### config.mk
export PLATFORM = sky130hd
export DESIGN_NAME = lab4_controller
export DESIGN_NICKNAME = d
export VERILOG_FILES = /design/src/lab4_reg_pkg.sv /design/src/lab4_chip_pkg.sv /design/src/lab4_reg_bank.sv /design/src/lab4_serial_shifter.sv /design/src/lab4_ramp_sequencer.sv /design/src/lab4_controller.sv
export SDC_FILE = /design/constraint.sdc
export NUM_CORES = 1
export LEC_CHECK = 0
export BUFFER_PORTS_ARGS = -buffer_cell sky130_fd_sc_hd__buf_2
export CAP_MARGIN = 10
export CORE_AREA = 3 3 136 171
export DETAILED_ROUTE_END_ITERATION = 12
export DIE_AREA = 0 0 139 174
export PLACE_DENSITY = 0.7
export SLEW_MARGIN = 20
export SYNTH_ARGS = -nofsm -noshare
export SYNTH_HDL_FRONTEND = slang
export SYNTH_SLANG_ARGS = --single-unit
### constraint.sdc
create_clock -name clk_i -period 5.39 [get_ports clk_i]
set_input_delay 0.8085 -clock clk_i [delete_from_list [all_inputs] [get_ports clk_i]]
set_output_delay 0.8085 -clock clk_i [all_outputs]
set_load 0.05 [all_outputs]
### src/lab4_reg_pkg.sv
package lab4_reg_pkg;

	//////////////////////////////////////////////////
	// bus types
	//////////////////////////////////////////////////

	typedef logic [6:0]  wb_adr_t;
	typedef logic [31:0] wb_data_t;

	// one bus cycle as seen by the slave
	typedef struct packed {
		logic     cyc;
		logic     stb;
		logic     we;
		wb_adr_t  adr;
		wb_data_t dat;
	} wb_req_t;

	//////////////////////////////////////////////////
	// register map
	//////////////////////////////////////////////////

	localparam wb_adr_t ADR_CONTROL        = 7'h00;
	localparam wb_adr_t ADR_SHIFT_PRESCALE = 7'h04;
	localparam wb_adr_t ADR_RAMP_TO_WILK   = 7'h0C;
	localparam wb_adr_t ADR_WCLK_STOP      = 7'h10;
	localparam wb_adr_t ADR_SERIAL_WRITE   = 7'h18;

	// control register fields
	localparam int unsigned CTRL_RESET_REQ    = 0;
	localparam int unsigned CTRL_RUNMODE      = 1;
	localparam int unsigned CTRL_RAMP_PENDING = 3;
	localparam int unsigned CTRL_WILK_RESET   = 8;
	localparam int unsigned CTRL_RAMP_START   = 9;
	localparam int unsigned CTRL_REGCLR_LSB   = 16;

	// serial write register fields
	localparam int unsigned SER_WORD_LSB = 0;
	localparam int unsigned SER_SEL_LSB  = 24;
	localparam int unsigned SER_REQ      = 31;

	// reset values
	localparam logic [7:0]  PRESCALE_DEFAULT     = 8'h00;
	localparam logic [15:0] RAMP_TO_WILK_DEFAULT = 16'h0000;
	localparam logic [15:0] WCLK_STOP_DEFAULT    = 16'd1024;

endpackage

### src/lab4_chip_pkg.sv
package lab4_chip_pkg;

	//////////////////////////////////////////////////
	// chip-side widths
	//////////////////////////////////////////////////

	// length of one LAB4 configuration word
	localparam int unsigned SERIAL_BITS = 24;

	typedef logic [SERIAL_BITS-1:0] serial_word_t;
	// values past the last chip select every chip
	typedef logic [3:0]             chip_sel_t;
	typedef logic [7:0]             prescale_t;
	typedef logic [15:0]            wilk_count_t;

	//////////////////////////////////////////////////
	// commands from the register stage
	//////////////////////////////////////////////////

	typedef struct packed {
		serial_word_t word;
		chip_sel_t    sel;
	} serial_cmd_t;

	typedef struct packed {
		wilk_count_t ramp_to_wilk;
		wilk_count_t wclk_stop;
	} ramp_cfg_t;

endpackage

### src/lab4_reg_bank.sv
`timescale 1ns/1ps

module lab4_reg_bank #(
	parameter int unsigned NUM_CHIPS = 12
) (
	input  logic                        clk_i,
	input  logic                        rst_n_i,
	input  lab4_reg_pkg::wb_req_t       bus_i,
	output lab4_reg_pkg::wb_data_t      dat_o,
	output logic                        ack_o,
	output lab4_chip_pkg::serial_cmd_t  cmd_o,
	output logic                        launch_o,
	input  logic                        busy_i,
	output lab4_chip_pkg::prescale_t    prescale_o,
	output lab4_chip_pkg::ramp_cfg_t    cfg_o,
	output logic                        ramp_start_o,
	output logic                        wilk_reset_o,
	input  logic                        ramp_busy_i,
	output logic [NUM_CHIPS-1:0]        regclr_o
);
	import lab4_reg_pkg::*;
	import lab4_chip_pkg::*;

	logic                 ack_q;
	logic                 bus_req;
	logic                 wr_en;
	logic                 launch;
	logic                 reset_req_q;
	logic                 runmode_q;
	logic [NUM_CHIPS-1:0] regclr_q;
	prescale_t            prescale_q;
	ramp_cfg_t            cfg_q;
	serial_cmd_t          cmd_q;
	logic                 pending_q;
	logic                 ramp_start_q;
	logic                 wilk_reset_q;
	wb_data_t             rd_data;
	wb_data_t             dat_q;

	// ack is never high two cycles running
	assign bus_req = bus_i.cyc && bus_i.stb && !ack_q;
	assign wr_en   = bus_req && bus_i.we;

	// hand the held request over only when the shifter is free
	assign launch = pending_q && !busy_i;

	//////////////////////////////////////////////////
	// register writes
	//////////////////////////////////////////////////

	always_ff @(posedge clk_i or negedge rst_n_i) begin
		if (!rst_n_i) begin
			ack_q              <= 1'b0;
			reset_req_q        <= 1'b0;
			runmode_q          <= 1'b0;
			regclr_q           <= '0;
			prescale_q         <= PRESCALE_DEFAULT;
			cfg_q.ramp_to_wilk <= RAMP_TO_WILK_DEFAULT;
			cfg_q.wclk_stop    <= WCLK_STOP_DEFAULT;
			cmd_q              <= '0;
			pending_q          <= 1'b0;
			ramp_start_q       <= 1'b0;
			wilk_reset_q       <= 1'b0;
		end else begin
			ack_q        <= bus_req;
			ramp_start_q <= 1'b0;
			wilk_reset_q <= 1'b0;

			if (launch) begin
				pending_q <= 1'b0;
			end

			if (wr_en) begin
				case (bus_i.adr)
					ADR_CONTROL: begin
						reset_req_q  <= bus_i.dat[CTRL_RESET_REQ];
						runmode_q    <= bus_i.dat[CTRL_RUNMODE];
						regclr_q     <= bus_i.dat[CTRL_REGCLR_LSB +: NUM_CHIPS];
						wilk_reset_q <= bus_i.dat[CTRL_WILK_RESET];
						ramp_start_q <= bus_i.dat[CTRL_RAMP_START];
					end
					ADR_SHIFT_PRESCALE: begin
						prescale_q <= bus_i.dat[$bits(prescale_t)-1:0];
					end
					ADR_RAMP_TO_WILK: begin
						cfg_q.ramp_to_wilk <= bus_i.dat[$bits(wilk_count_t)-1:0];
					end
					ADR_WCLK_STOP: begin
						cfg_q.wclk_stop <= bus_i.dat[$bits(wilk_count_t)-1:0];
					end
					ADR_SERIAL_WRITE: begin
						cmd_q.word <= bus_i.dat[SER_WORD_LSB +: $bits(serial_word_t)];
						cmd_q.sel  <= bus_i.dat[SER_SEL_LSB +: $bits(chip_sel_t)];
						// a new write wins over the launch clear
						pending_q  <= bus_i.dat[SER_REQ];
					end
					default: begin
					end
				endcase
			end
		end
	end

	//////////////////////////////////////////////////
	// read back
	//////////////////////////////////////////////////

	// pulse bits always read as zero
	always_comb begin
		rd_data = '0;
		case (bus_i.adr)
			ADR_CONTROL: begin
				rd_data[CTRL_RESET_REQ]               = reset_req_q;
				rd_data[CTRL_RUNMODE]                 = runmode_q;
				rd_data[CTRL_RAMP_PENDING]            = ramp_busy_i;
				rd_data[CTRL_REGCLR_LSB +: NUM_CHIPS] = regclr_q;
			end
			ADR_SHIFT_PRESCALE: begin
				rd_data[$bits(prescale_t)-1:0] = prescale_q;
			end
			ADR_RAMP_TO_WILK: begin
				rd_data[$bits(wilk_count_t)-1:0] = cfg_q.ramp_to_wilk;
			end
			ADR_WCLK_STOP: begin
				rd_data[$bits(wilk_count_t)-1:0] = cfg_q.wclk_stop;
			end
			ADR_SERIAL_WRITE: begin
				rd_data[SER_WORD_LSB +: $bits(serial_word_t)] = cmd_q.word;
				rd_data[SER_SEL_LSB +: $bits(chip_sel_t)]     = cmd_q.sel;
				rd_data[SER_REQ]                              = pending_q;
			end
			default: begin
			end
		endcase
	end

	// captured with the ack so it is valid during the ack cycle
	always_ff @(posedge clk_i) begin
		if (bus_req) begin
			dat_q <= rd_data;
		end
	end

	assign dat_o        = dat_q;
	assign ack_o        = ack_q;
	assign cmd_o        = cmd_q;
	assign launch_o     = launch;
	assign prescale_o   = prescale_q;
	assign cfg_o        = cfg_q;
	assign ramp_start_o = ramp_start_q;
	assign wilk_reset_o = wilk_reset_q;
	assign regclr_o     = regclr_q;

endmodule

### src/lab4_serial_shifter.sv
`timescale 1ns/1ps

module lab4_serial_shifter #(
	parameter int unsigned NUM_CHIPS = 12
) (
	input  logic                        clk_i,
	input  logic                        rst_n_i,
	input  lab4_chip_pkg::serial_cmd_t  cmd_i,
	input  logic                        launch_i,
	input  lab4_chip_pkg::prescale_t    prescale_i,
	output logic                        busy_o,
	output logic [NUM_CHIPS-1:0]        sin_o,
	output logic [NUM_CHIPS-1:0]        sclk_o,
	output logic [NUM_CHIPS-1:0]        pclk_o
);
	import lab4_chip_pkg::*;

	localparam int unsigned          BIT_CNT_W = $clog2(SERIAL_BITS);
	localparam logic [BIT_CNT_W-1:0] BIT_LAST  = BIT_CNT_W'(SERIAL_BITS - 1);
	localparam chip_sel_t            SEL_LAST  = chip_sel_t'(NUM_CHIPS - 1);

	typedef enum logic [1:0] {
		SHIFT_IDLE,
		SHIFT_DATA,
		SHIFT_LATCH
	} shift_state_t;

	shift_state_t         state_q;
	serial_word_t         word_q;
	chip_sel_t            sel_q;
	prescale_t            presc_q;
	prescale_t            tick_q;
	logic                 half_q;
	logic [BIT_CNT_W-1:0] bit_q;
	logic                 half_end;
	logic                 start;
	logic                 sin_line;
	logic                 sclk_line;
	logic                 pclk_line;
	logic [NUM_CHIPS-1:0] chip_en;

	// each half of a bit or of the latch lasts prescale+1 cycles
	assign half_end = (tick_q == presc_q);
	assign start    = (state_q == SHIFT_IDLE) && launch_i;

	//////////////////////////////////////////////////
	// sequencing
	//////////////////////////////////////////////////

	always_ff @(posedge clk_i or negedge rst_n_i) begin
		if (!rst_n_i) begin
			state_q <= SHIFT_IDLE;
			tick_q  <= '0;
			half_q  <= 1'b0;
			bit_q   <= '0;
		end else begin
			if (state_q != SHIFT_IDLE) begin
				if (half_end) begin
					tick_q <= '0;
					half_q <= !half_q;
				end else begin
					tick_q <= tick_q + 1'b1;
				end
			end

			case (state_q)
				SHIFT_IDLE: begin
					if (launch_i) begin
						state_q <= SHIFT_DATA;
						tick_q  <= '0;
						half_q  <= 1'b0;
						bit_q   <= BIT_LAST;
					end
				end
				SHIFT_DATA: begin
					// bit ends after its sclk high half
					if (half_end && half_q) begin
						if (bit_q == '0) begin
							state_q <= SHIFT_LATCH;
						end else begin
							bit_q <= bit_q - 1'b1;
						end
					end
				end
				SHIFT_LATCH: begin
					if (half_end && half_q) begin
						state_q <= SHIFT_IDLE;
					end
				end
				default: begin
					state_q <= SHIFT_IDLE;
				end
			endcase
		end
	end

	// word, select and prescale held for the whole transfer
	always_ff @(posedge clk_i) begin
		if (start) begin
			word_q  <= cmd_i.word;
			sel_q   <= cmd_i.sel;
			presc_q <= prescale_i;
		end else if (state_q == SHIFT_DATA && half_end && half_q) begin
			word_q <= {word_q[SERIAL_BITS-2:0], 1'b0};
		end
	end

	//////////////////////////////////////////////////
	// chip lines
	//////////////////////////////////////////////////

	// msb first, sclk low then high
	assign sin_line  = (state_q == SHIFT_DATA) && word_q[SERIAL_BITS-1];
	assign sclk_line = (state_q == SHIFT_DATA) && half_q;
	// pclk high in the first latch half only
	assign pclk_line = (state_q == SHIFT_LATCH) && !half_q;

	always_comb begin
		for (int i = 0; i < NUM_CHIPS; i++) begin
			chip_en[i] = (sel_q > SEL_LAST) || (sel_q == chip_sel_t'(i));
		end
	end

	assign busy_o = (state_q != SHIFT_IDLE);
	assign sin_o  = chip_en & {NUM_CHIPS{sin_line}};
	assign sclk_o = chip_en & {NUM_CHIPS{sclk_line}};
	assign pclk_o = chip_en & {NUM_CHIPS{pclk_line}};

endmodule

### src/lab4_ramp_sequencer.sv
`timescale 1ns/1ps

module lab4_ramp_sequencer (
	input  logic                      clk_i,
	input  logic                      rst_n_i,
	input  lab4_chip_pkg::ramp_cfg_t  cfg_i,
	input  logic                      start_i,
	input  logic                      wilk_reset_i,
	output logic                      busy_o,
	output logic                      ramp_o,
	output logic                      wclk_o
);
	import lab4_chip_pkg::*;

	// wide enough for twice the wclk count
	localparam int unsigned CNT_W = $bits(wilk_count_t) + 1;

	typedef enum logic [1:0] {
		RAMP_IDLE,
		RAMP_DELAY,
		RAMP_RUN
	} ramp_state_t;

	ramp_state_t      state_q;
	logic [CNT_W-1:0] cnt_q;
	wilk_count_t      wclk_stop_q;
	logic             wclk_q;

	// two toggles per wclk period, counted down to zero
	function automatic logic [CNT_W-1:0] run_load(input wilk_count_t n);
		return {n, 1'b0} - 1'b1;
	endfunction

	always_ff @(posedge clk_i or negedge rst_n_i) begin
		if (!rst_n_i) begin
			state_q     <= RAMP_IDLE;
			cnt_q       <= '0;
			wclk_stop_q <= '0;
			wclk_q      <= 1'b0;
		end else if (wilk_reset_i) begin
			// abort wins over everything else
			state_q <= RAMP_IDLE;
			cnt_q   <= '0;
			wclk_q  <= 1'b0;
		end else begin
			case (state_q)
				RAMP_IDLE: begin
					if (start_i) begin
						wclk_stop_q <= cfg_i.wclk_stop;
						if (cfg_i.ramp_to_wilk != '0) begin
							state_q <= RAMP_DELAY;
							cnt_q   <= {1'b0, cfg_i.ramp_to_wilk} - 1'b1;
						end else if (cfg_i.wclk_stop != '0) begin
							state_q <= RAMP_RUN;
							cnt_q   <= run_load(cfg_i.wclk_stop);
							wclk_q  <= 1'b1;
						end
					end
				end
				RAMP_DELAY: begin
					if (cnt_q == '0) begin
						if (wclk_stop_q != '0) begin
							state_q <= RAMP_RUN;
							cnt_q   <= run_load(wclk_stop_q);
							wclk_q  <= 1'b1;
						end else begin
							state_q <= RAMP_IDLE;
						end
					end else begin
						cnt_q <= cnt_q - 1'b1;
					end
				end
				RAMP_RUN: begin
					if (cnt_q == '0) begin
						state_q <= RAMP_IDLE;
						wclk_q  <= 1'b0;
					end else begin
						cnt_q  <= cnt_q - 1'b1;
						wclk_q <= !wclk_q;
					end
				end
				default: begin
					state_q <= RAMP_IDLE;
				end
			endcase
		end
	end

	// ramp stays up through delay and wclk run
	assign busy_o = (state_q != RAMP_IDLE);
	assign ramp_o = (state_q != RAMP_IDLE);
	assign wclk_o = wclk_q;

endmodule

### src/lab4_controller.sv
`timescale 1ns/1ps

module lab4_controller #(
	parameter int unsigned NUM_CHIPS = 12
) (
	input  logic                    clk_i,
	input  logic                    rst_n_i,
	input  lab4_reg_pkg::wb_req_t   bus_i,
	output lab4_reg_pkg::wb_data_t  dat_o,
	output logic                    ack_o,
	output logic [NUM_CHIPS-1:0]    sin_o,
	output logic [NUM_CHIPS-1:0]    sclk_o,
	output logic [NUM_CHIPS-1:0]    pclk_o,
	output logic [NUM_CHIPS-1:0]    regclr_o,
	output logic [NUM_CHIPS-1:0]    ramp_o,
	output logic [NUM_CHIPS-1:0]    wclk_p_o,
	output logic [NUM_CHIPS-1:0]    wclk_n_o
);
	import lab4_chip_pkg::*;

	serial_cmd_t serial_cmd;
	logic        serial_launch;
	logic        serial_busy;
	prescale_t   shift_prescale;
	ramp_cfg_t   ramp_cfg;
	logic        ramp_start;
	logic        wilk_reset;
	logic        ramp_busy;
	logic        ramp_line;
	logic        wclk_line;

	//////////////////////////////////////////////////
	// register stage
	//////////////////////////////////////////////////

	lab4_reg_bank #(
		.NUM_CHIPS(NUM_CHIPS)
	) u_reg_bank (
		.clk_i        (clk_i),
		.rst_n_i      (rst_n_i),
		.bus_i        (bus_i),
		.dat_o        (dat_o),
		.ack_o        (ack_o),
		.cmd_o        (serial_cmd),
		.launch_o     (serial_launch),
		.busy_i       (serial_busy),
		.prescale_o   (shift_prescale),
		.cfg_o        (ramp_cfg),
		.ramp_start_o (ramp_start),
		.wilk_reset_o (wilk_reset),
		.ramp_busy_i  (ramp_busy),
		.regclr_o     (regclr_o)
	);

	//////////////////////////////////////////////////
	// chip stage
	//////////////////////////////////////////////////

	lab4_serial_shifter #(
		.NUM_CHIPS(NUM_CHIPS)
	) u_shifter (
		.clk_i      (clk_i),
		.rst_n_i    (rst_n_i),
		.cmd_i      (serial_cmd),
		.launch_i   (serial_launch),
		.prescale_i (shift_prescale),
		.busy_o     (serial_busy),
		.sin_o      (sin_o),
		.sclk_o     (sclk_o),
		.pclk_o     (pclk_o)
	);

	lab4_ramp_sequencer u_ramp (
		.clk_i        (clk_i),
		.rst_n_i      (rst_n_i),
		.cfg_i        (ramp_cfg),
		.start_i      (ramp_start),
		.wilk_reset_i (wilk_reset),
		.busy_o       (ramp_busy),
		.ramp_o       (ramp_line),
		.wclk_o       (wclk_line)
	);

	// ramp and wclk are common to every chip
	assign ramp_o   = {NUM_CHIPS{ramp_line}};
	assign wclk_p_o = {NUM_CHIPS{wclk_line}};
	assign wclk_n_o = {NUM_CHIPS{!wclk_line}};

endmodule

==> impl_summary.log, run 1 <==
[metrics] GR Overflow Total: 0
[metrics] number of enable flip-flop cells after synthesis: between 60 and 70
[metrics] Fin. Hold Viols: 0
[metrics] count of buffers added by post-CTS timing repair for setup: 0
[metrics] top flip-flop cell by instance count after synthesis: sky130_fd_sc_hd__dfrtp_1
[metrics] ANT cells: 0
[metrics] Synth area leader: sky130_fd_sc_hd__dfrtp_1
[metrics] Via Count: 8310
[metrics] gate count after technology mapping: slightly above 1000
[metrics] clock latency reported for the late side of the worst-skew pair: roughly 0.50 ns
[metrics] type of origin of the critical path: register
[metrics] post-layout minimum cycle time: ~3.3 ns
[metrics] kind of end point of the critical path: register
[metrics] top area cells in the synthesized netlist: sky130_fd_sc_hd__dfrtp_1 32%, sky130_fd_sc_hd__edfxtp_1 18%, sky130_fd_sc_hd__mux2_2 9.9%
[metrics] portion of the clock cycle consumed by the worst path in the final layout: 0.605
[metrics] maximum root-to-sink buffer count: 3
[metrics] wire length of the first global-routing pass: between 40000 and 50000 um
[metrics] H-tree lvl count: 1
[metrics] portion of the post-synthesis area used by sequential elements: 0.501
[metrics] cell area after synthesis: about 11000 um^2
[metrics] mean post-synth cell area: around 11 um^2
[metrics] total I/O pin count: 161
[metrics] die height: ~170 um
[metrics] Worst slew margin: 0.210
[metrics] detailed-routing iteration count for the pre-antenna-repair pass: 8
[metrics] Warnings, synthesis: 0
[metrics] DR vias/cell: ~5.8
[metrics] die area: 24200 um^2
[metrics] final setup TNS: 0 ns
[metrics] pin count of the biggest net entering global routing: 96
[metrics] vias in the first global route: 8011
[metrics] Final ANT Viol Nets: 0
[metrics] area inside the core boundary: 21600 um^2
[metrics] share of final-layout standard cells stronger than drive strength 1: 0.281
[metrics] Slew Limit Fails: 0
[metrics] number of remaining DRC errors: 0
[metrics] initial standard-cell utilization of the core: 0.499
[metrics] final wirelength: 27100 um
[metrics] dpl cell area: approximately 12000 um^2
[metrics] first-iteration detailed-routing DRC count: between 500 and 600
[metrics] worst setup skew after layout: 0.0143 ns
[metrics] Tot GR Track Use: 0.217
[metrics] half-perimeter wire length of the detailed placement result: roughly 19000 um
[metrics] Peak Freq: between 300 and 400 MHz
[metrics] synthesized flop and latch total: just over 200
[metrics] hold buffers post-CTS: 0
[metrics] total clock buffers created by CTS: 22
[metrics] weighted congestion at the end of routability-driven global placement: about 0.94
[metrics] number of sinks handled by clock tree synthesis: 203
[metrics] number of nets in the layout: 1185
[metrics] result of the run: completed
[metrics] area share of the largest cell type after synthesis: 0.318
[metrics] count of input and output buffers: approximately 150
[metrics] number of antenna violations at the first check in global routing: 1
[metrics] Root Buffer: sky130_fd_sc_hd__clkbuf_16
[metrics] final cell utilization of the core: 0.570
[metrics] per-cell routed wire length: roughly 19 um
[metrics] P&R area growth vs syn: 14.2%
[metrics] Data required, critical path: roughly 5.8 ns
[metrics] CTS tree: built
[metrics] Worst-Margin Slew: 1.17 ns
[metrics] critical path class: reg2reg
[metrics] Netlist cell types: 74
[metrics] maximum resistive drop on vdd: around 0.39 mV
[metrics] fin area: 12300 um^2
[metrics] CP arrival: ~3.7 ns
[metrics] share of synthesized flip-flops with an asynchronous set or reset: 0.680
[metrics] Critical Path Fanout Max: 13
[metrics] list of most frequent post-synthesis cells: 137 x sky130_fd_sc_hd__dfrtp_1, 137 x sky130_fd_sc_hd__nand2_1, 95 x sky130_fd_sc_hd__mux2_2
[metrics] clock transition at the registers of the reported paths: 0.06 ns
[metrics] Core Rows: 60
[metrics] Post-CTS Resized: 0
[metrics] count of maximum capacitance violations: 0
[metrics] cell leakage power: approximately 5.7 nW
[metrics] unrepaired setup endpoints after global routing: false
[metrics] worst min-delay path category: in2async
[metrics] Power Density: roughly 430 nW/um^2
[metrics] Die Span X: around 140 um
[metrics] final setup fails: 0
final timing paths:
| path | start | endpoint | slack, ns | cells after the start |
|---|---|---|---|---|
| setup / recovery | u_ramp.cnt_q[13]$_DFFE_PN0P_ | u_ramp.cnt_q[13]$_DFFE_PN0P_ | 2.13 | 6 |
| hold / removal | rst_n_i | u_ramp.cnt_q[11]$_DFFE_PN0P_ | 0.40 | 1 |
| setup reg to reg | u_ramp.cnt_q[13]$_DFFE_PN0P_ | u_ramp.cnt_q[13]$_DFFE_PN0P_ | 2.13 | 6 |
| hold reg to reg | u_reg_bank.cmd_o[1]$_DFFE_PN0P_ | u_shifter.sel_q[1]$_DFFE_PP_ | 0.49 | 0 |
| max in group asynchronous | rst_n_i | u_shifter.tick_q[3]$_DFF_PN0_ | 3.86 | 2 |
| min in group clk_i | u_reg_bank.cmd_o[1]$_DFFE_PN0P_ | u_shifter.sel_q[1]$_DFFE_PP_ | 0.49 | 0 |
routing by layer:
layer / GRT usage / wire length (um) / up-vias
met5: 0 / 13 / -
met4: 0.0640 / 750 / 2
met3: 0.0405 / 1780 / 50
met2: 0.373 / 13400 / 306
met1: 0.280 / 11100 / 4071
li1: - / - / 3881
cell usage in the layout, fill, tap and decap left out, types with 22 or more instances in the layout:
| cell | synthesis | final |
|---|---|---|
| sky130_fd_sc_hd__buf_2 | 3 | 153 |
| sky130_fd_sc_hd__nand2_1 | 137 | 137 |
| sky130_fd_sc_hd__dfrtp_1 | 137 | 137 |
| sky130_fd_sc_hd__mux2_2 | 95 | 95 |
| sky130_fd_sc_hd__nor2_1 | 76 | 75 |
| sky130_fd_sc_hd__edfxtp_1 | 65 | 65 |
| sky130_fd_sc_hd__o21ai_0 | 49 | 49 |
| sky130_fd_sc_hd__xnor2_1 | 32 | 32 |
| sky130_fd_sc_hd__inv_1 | 25 | 25 |
| sky130_fd_sc_hd__a22o_1 | 25 | 25 |
| sky130_fd_sc_hd__xor2_1 | 24 | 24 |
| sky130_fd_sc_hd__clkbuf_16 | 0 | 23 |
| sky130_fd_sc_hd__nor3_1 | 22 | 22 |
report_power, final:
group	total, mW	switching (mW)	internal, mW	leakage (nW)
clock network	1.59	0.617	0.970	0.371
registers	1.83	0.129	1.70	2.46
logic	1.90	1.34	0.555	2.87
total	5.31	2.09	3.22	5.71
sequential cells by signal (all words and copies together) (netlist names), 4 cells and up:
register / cells
u_shifter.bit_q: 5
u_reg_bank.cmd_o: 28
u_reg_bank.cfg_o: 32
u_reg_bank.regclr_o: 12
u_shifter.tick_q: 8
u_shifter.presc_q: 8
u_shifter.sel_q: 4
u_reg_bank.prescale_o: 8
u_ramp.wclk_stop_q: 16
u_shifter.word_q: 24
u_ramp.cnt_q: 17
u_reg_bank.dat_o: 29
cells by family (layout without fill, tap and decap cells):
family | Yosys count | after routing | share of synthesized area
flops | 203 | 203 | 0.501
other cells | 1 | 3 | 0.000347
simple gates | 357 | 357 | 0.162
fa+ha+maj | 14 | 14 | 0.0162
mux | 105 | 105 | 0.108
compound gates | 172 | 172 | 0.112
buf+inv | 114 | 233 | 0.0546
xor+xnor | 56 | 56 | 0.0454
area by class of cell:
class | count | area (um^2)
clock buffers | 32 | 639
clock inverters | 8 | 121
fillers | 1868 | 9300
inverters | 26 | 97.6
multi-input cells | 707 | 4830
flip-flops and latches | 203 | 5410
well taps | 279 | 349
repair buffers | 167 | 875
through the flow:
stage / power [mW] / setup WS (ns) / hold slack [ns] / instances
after floorplan: 3.49 / 1.62 / 0.442 / 1024
after global placement: 3.70 / 1.95 / 0.472 / 1382
after detailed placement: 3.73 / 1.88 / 0.469 / 1382
after CTS: 5.32 / 2.19 / 0.430 / 1422
after global routing: 5.55 / 1.90 / 0.469 / 1422
final: 5.31 / 2.13 / 0.401 / 1422
worst max-delay path, stage by stage (launching register included):
cell and delay, ns:
sky130_fd_sc_hd__dfrtp_1 0.42, sky130_fd_sc_hd__nor4_1 0.82, sky130_fd_sc_hd__a41oi_1 0.32, sky130_fd_sc_hd__nor2_1 0.82, sky130_fd_sc_hd__nor2_1 0.27, sky130_fd_sc_hd__a32o_1 0.30, sky130_fd_sc_hd__a31o_2 0.21
Power figures use the tool's default switching activity.
==> inputs of run 2 (changes only) <==
==> constraint.sdc (replaced) <==
create_clock -name clk_i -period 3.2 [get_ports clk_i]
set_input_delay 0.48 -clock clk_i [delete_from_list [all_inputs] [get_ports clk_i]]
set_output_delay 0.48 -clock clk_i [all_outputs]
set_load 0.05 [all_outputs]
==> impl_summary.log, run 2 (synthesis results as in run 1) <==
[metrics] result of the run: complete, but fails checks
[metrics] failing checks: negative hold slack
[metrics] worst hold slack after final layout: -0.0533 ns
[metrics] critical path class: reg2reg
[metrics] share of final-layout standard cells stronger than drive strength 1: 0.293
[metrics] final wirelength: roughly 27000 um
[metrics] type of origin of the critical path: register
[metrics] Core Rows: 60
[metrics] Peak Freq: between 300 and 400 MHz
[metrics] wire length of the first global-routing pass: 43500 um
[metrics] Tot GR Track Use: 0.219
[metrics] detailed-routing iteration count for the pre-antenna-repair pass: 6
[metrics] R2R setup slack: 0.36 ns
[metrics] maximum root-to-sink buffer count: 3
[metrics] DR vias/cell: about 5.8
[metrics] portion of the clock cycle consumed by the worst path in the final layout: 0.888
[metrics] count of maximum capacitance violations: 0
[metrics] # fillers: approximately 1900
[metrics] first-iteration detailed-routing DRC count: 534
[metrics] die area: between 20000 and 25000 um^2
[metrics] area inside the core boundary: around 22000 um^2
[metrics] number of antenna violations at the first check in global routing: 2
[metrics] P&R area growth vs syn: 15.2%
[metrics] initial standard-cell utilization of the core: 0.499
[metrics] final setup TNS: 0 ns
[metrics] count of buffers added by post-CTS timing repair for setup: 0
[metrics] final setup fails: 0
[metrics] Worst slew margin: 0.251
[metrics] count of input and output buffers: 154
[metrics] leading cell types in the layout, fill and taps excluded: 153 x sky130_fd_sc_hd__buf_2, 137 x sky130_fd_sc_hd__nand2_1, 137 x sky130_fd_sc_hd__dfrtp_1
[metrics] per-cell routed wire length: 18.8 um
[metrics] Via Count: approximately 8300
[metrics] reg2reg end: u_ramp.cnt_q[7]$_DFFE_PN0P_
[metrics] Post-CTS Resized: 0
[metrics] worst setup skew after layout: 0.0317 ns
[metrics] Critical Path Fanout Max: 14
[metrics] Reg2Reg Launch Point: u_ramp.wclk_stop_q[0]$_DFFE_PN0P_
[metrics] number of sinks handled by clock tree synthesis: between 200 and 250
[metrics] number of remaining DRC errors: 0
[metrics] unrepaired setup endpoints after global routing: false
[metrics] maximum resistive drop on vdd: about 0.67 mV
[metrics] clock transition at the registers of the reported paths: roughly 0.060 ns
[metrics] Fin. Hold Viols: 6
[metrics] clock latency reported for the late side of the worst-skew pair: between 0.5 and 0.6 ns
[metrics] weighted congestion at the end of routability-driven global placement: approximately 0.87
[metrics] Final ANT Viol Nets: 0
[metrics] kind of end point of the critical path: register
[metrics] worst min-delay path category: in2async
[metrics] total area of multi-input combinational cells: ~4800 um^2
[metrics] total I/O pin count: 161
[metrics] Data required, critical path: 3.60 ns
[metrics] pin count of the biggest net entering global routing: 74
[metrics] worst-case reg-to-reg path depth: 9
[metrics] H-tree lvl count: 1
[metrics] post-layout minimum cycle time: 2.84 ns
[metrics] number of nets in the layout: between 1000 and 1500
[metrics] Root Buffer: sky130_fd_sc_hd__clkbuf_16
[metrics] half-perimeter wire length of the detailed placement result: approximately 20000 um
[metrics] Power Density: roughly 700 nW/um^2
[metrics] Die Span X: around 140 um
[metrics] vias in the first global route: slightly above 8000
[metrics] Slew Limit Fails: 0
[metrics] die height: 174 um
[metrics] cell leakage power: around 5.8 nW
[metrics] GR Overflow Total: 0
[metrics] CP arrival: between 3 and 4 ns
[metrics] hold buffers post-CTS: 0
[metrics] leading cell type in the layout, fill and taps excluded: sky130_fd_sc_hd__buf_2
[metrics] max reg flops: 32
[metrics] total clock buffers created by CTS: 22
[metrics] Reg area: between 5000 and 6000 um^2
[metrics] CTS tree: built
[metrics] Worst-Margin Slew: approximately 1.1 ns
run 2: changes by cell type in the layout (fill, tap and decap cells not counted), sizes merged:
cell and delta:
buf +18, clkinv +6, clkbuf -5, bufinv -1, diode +1
run 2: worst max-delay path: stages, from the launching register on:
cell                      delay [ns]
sky130_fd_sc_hd__dfrtp_1        0.41
sky130_fd_sc_hd__inv_1          0.08
sky130_fd_sc_hd__ha_1           0.20
sky130_fd_sc_hd__or3b_2         0.47
sky130_fd_sc_hd__or2_2          0.39
sky130_fd_sc_hd__nor4_1         0.45
sky130_fd_sc_hd__or3_2          0.39
sky130_fd_sc_hd__buf_4          0.23
sky130_fd_sc_hd__nand2_1        0.07
sky130_fd_sc_hd__o31ai_1        0.07
run 2: cell type report:
| type | instances | area share |
|---|---|---|
| sequential | 203 | 0.435 |
| inverter | 26 | 0.00785 |
| timing repair buffer | 185 | 0.0822 |
| multi-input combinational | 707 | 0.389 |
| clock inverter | 13 | 0.0115 |
| tap | 279 | 0.0281 |
| antenna | 1 | 0.000201 |
| clock buffer | 27 | 0.0466 |
run 2: power by group:
group	switching, mW	internal [mW]	leakage [nW]
Combinational	2.26	1.01	2.97
Clock	1.07	1.47	0.355
Sequential	0.221	2.86	2.46
run 2: worst max path at each step:
stage	from	to	slack, ns	cells past startpoint
finish	u_ramp.wclk_stop_q[0]$_DFFE_PN0P_	u_ramp.cnt_q[7]$_DFFE_PN0P_	0.36	9
global route	u_ramp.wclk_stop_q[0]$_DFFE_PN0P_	u_ramp.cnt_q[7]$_DFFE_PN0P_	0.27	9
CTS	u_ramp.wclk_stop_q[0]$_DFFE_PN0P_	u_ramp.cnt_q[7]$_DFFE_PN0P_	0.38	9
detailed placement	u_ramp.wclk_stop_q[0]$_DFFE_PN0P_	u_ramp.cnt_q[5]$_DFFE_PN0P_	0.40	8
global placement	u_ramp.wclk_stop_q[0]$_DFFE_PN0P_	u_ramp.cnt_q[11]$_DFFE_PN0P_	0.47	8
floorplan	u_reg_bank.ack_o$_DFF_PN0_	u_reg_bank.cfg_o[11]$_DFFE_PN0P_	0.21	5
run 2: metal layers:
layer,routed length (um),vias to the layer above,part of all wire,GRT usage
li1,-,3910,-,-
met3,1640,51,0.061,0.0382
met1,10900,4069,0.40,0.269
met5,13,-,0.00048,0
met2,13800,284,0.51,0.394
met4,667,2,0.025,0.0628
run 2: stage by stage:
step           power [mW]  worst slack, ns   util  std cells  cell area, um^2
3_5_place_dp         6.37            0.397  0.541       1400            11700
2_1_floorplan        5.88            0.212      -       1024            10800
3_3_place_gp         6.33            0.472  0.541       1400            11700
5_1_grt              9.29            0.267  0.575       1441            12400
6_report             8.89            0.358  0.575       1441            12400
4_1_cts              8.91            0.384  0.575       1440            12400
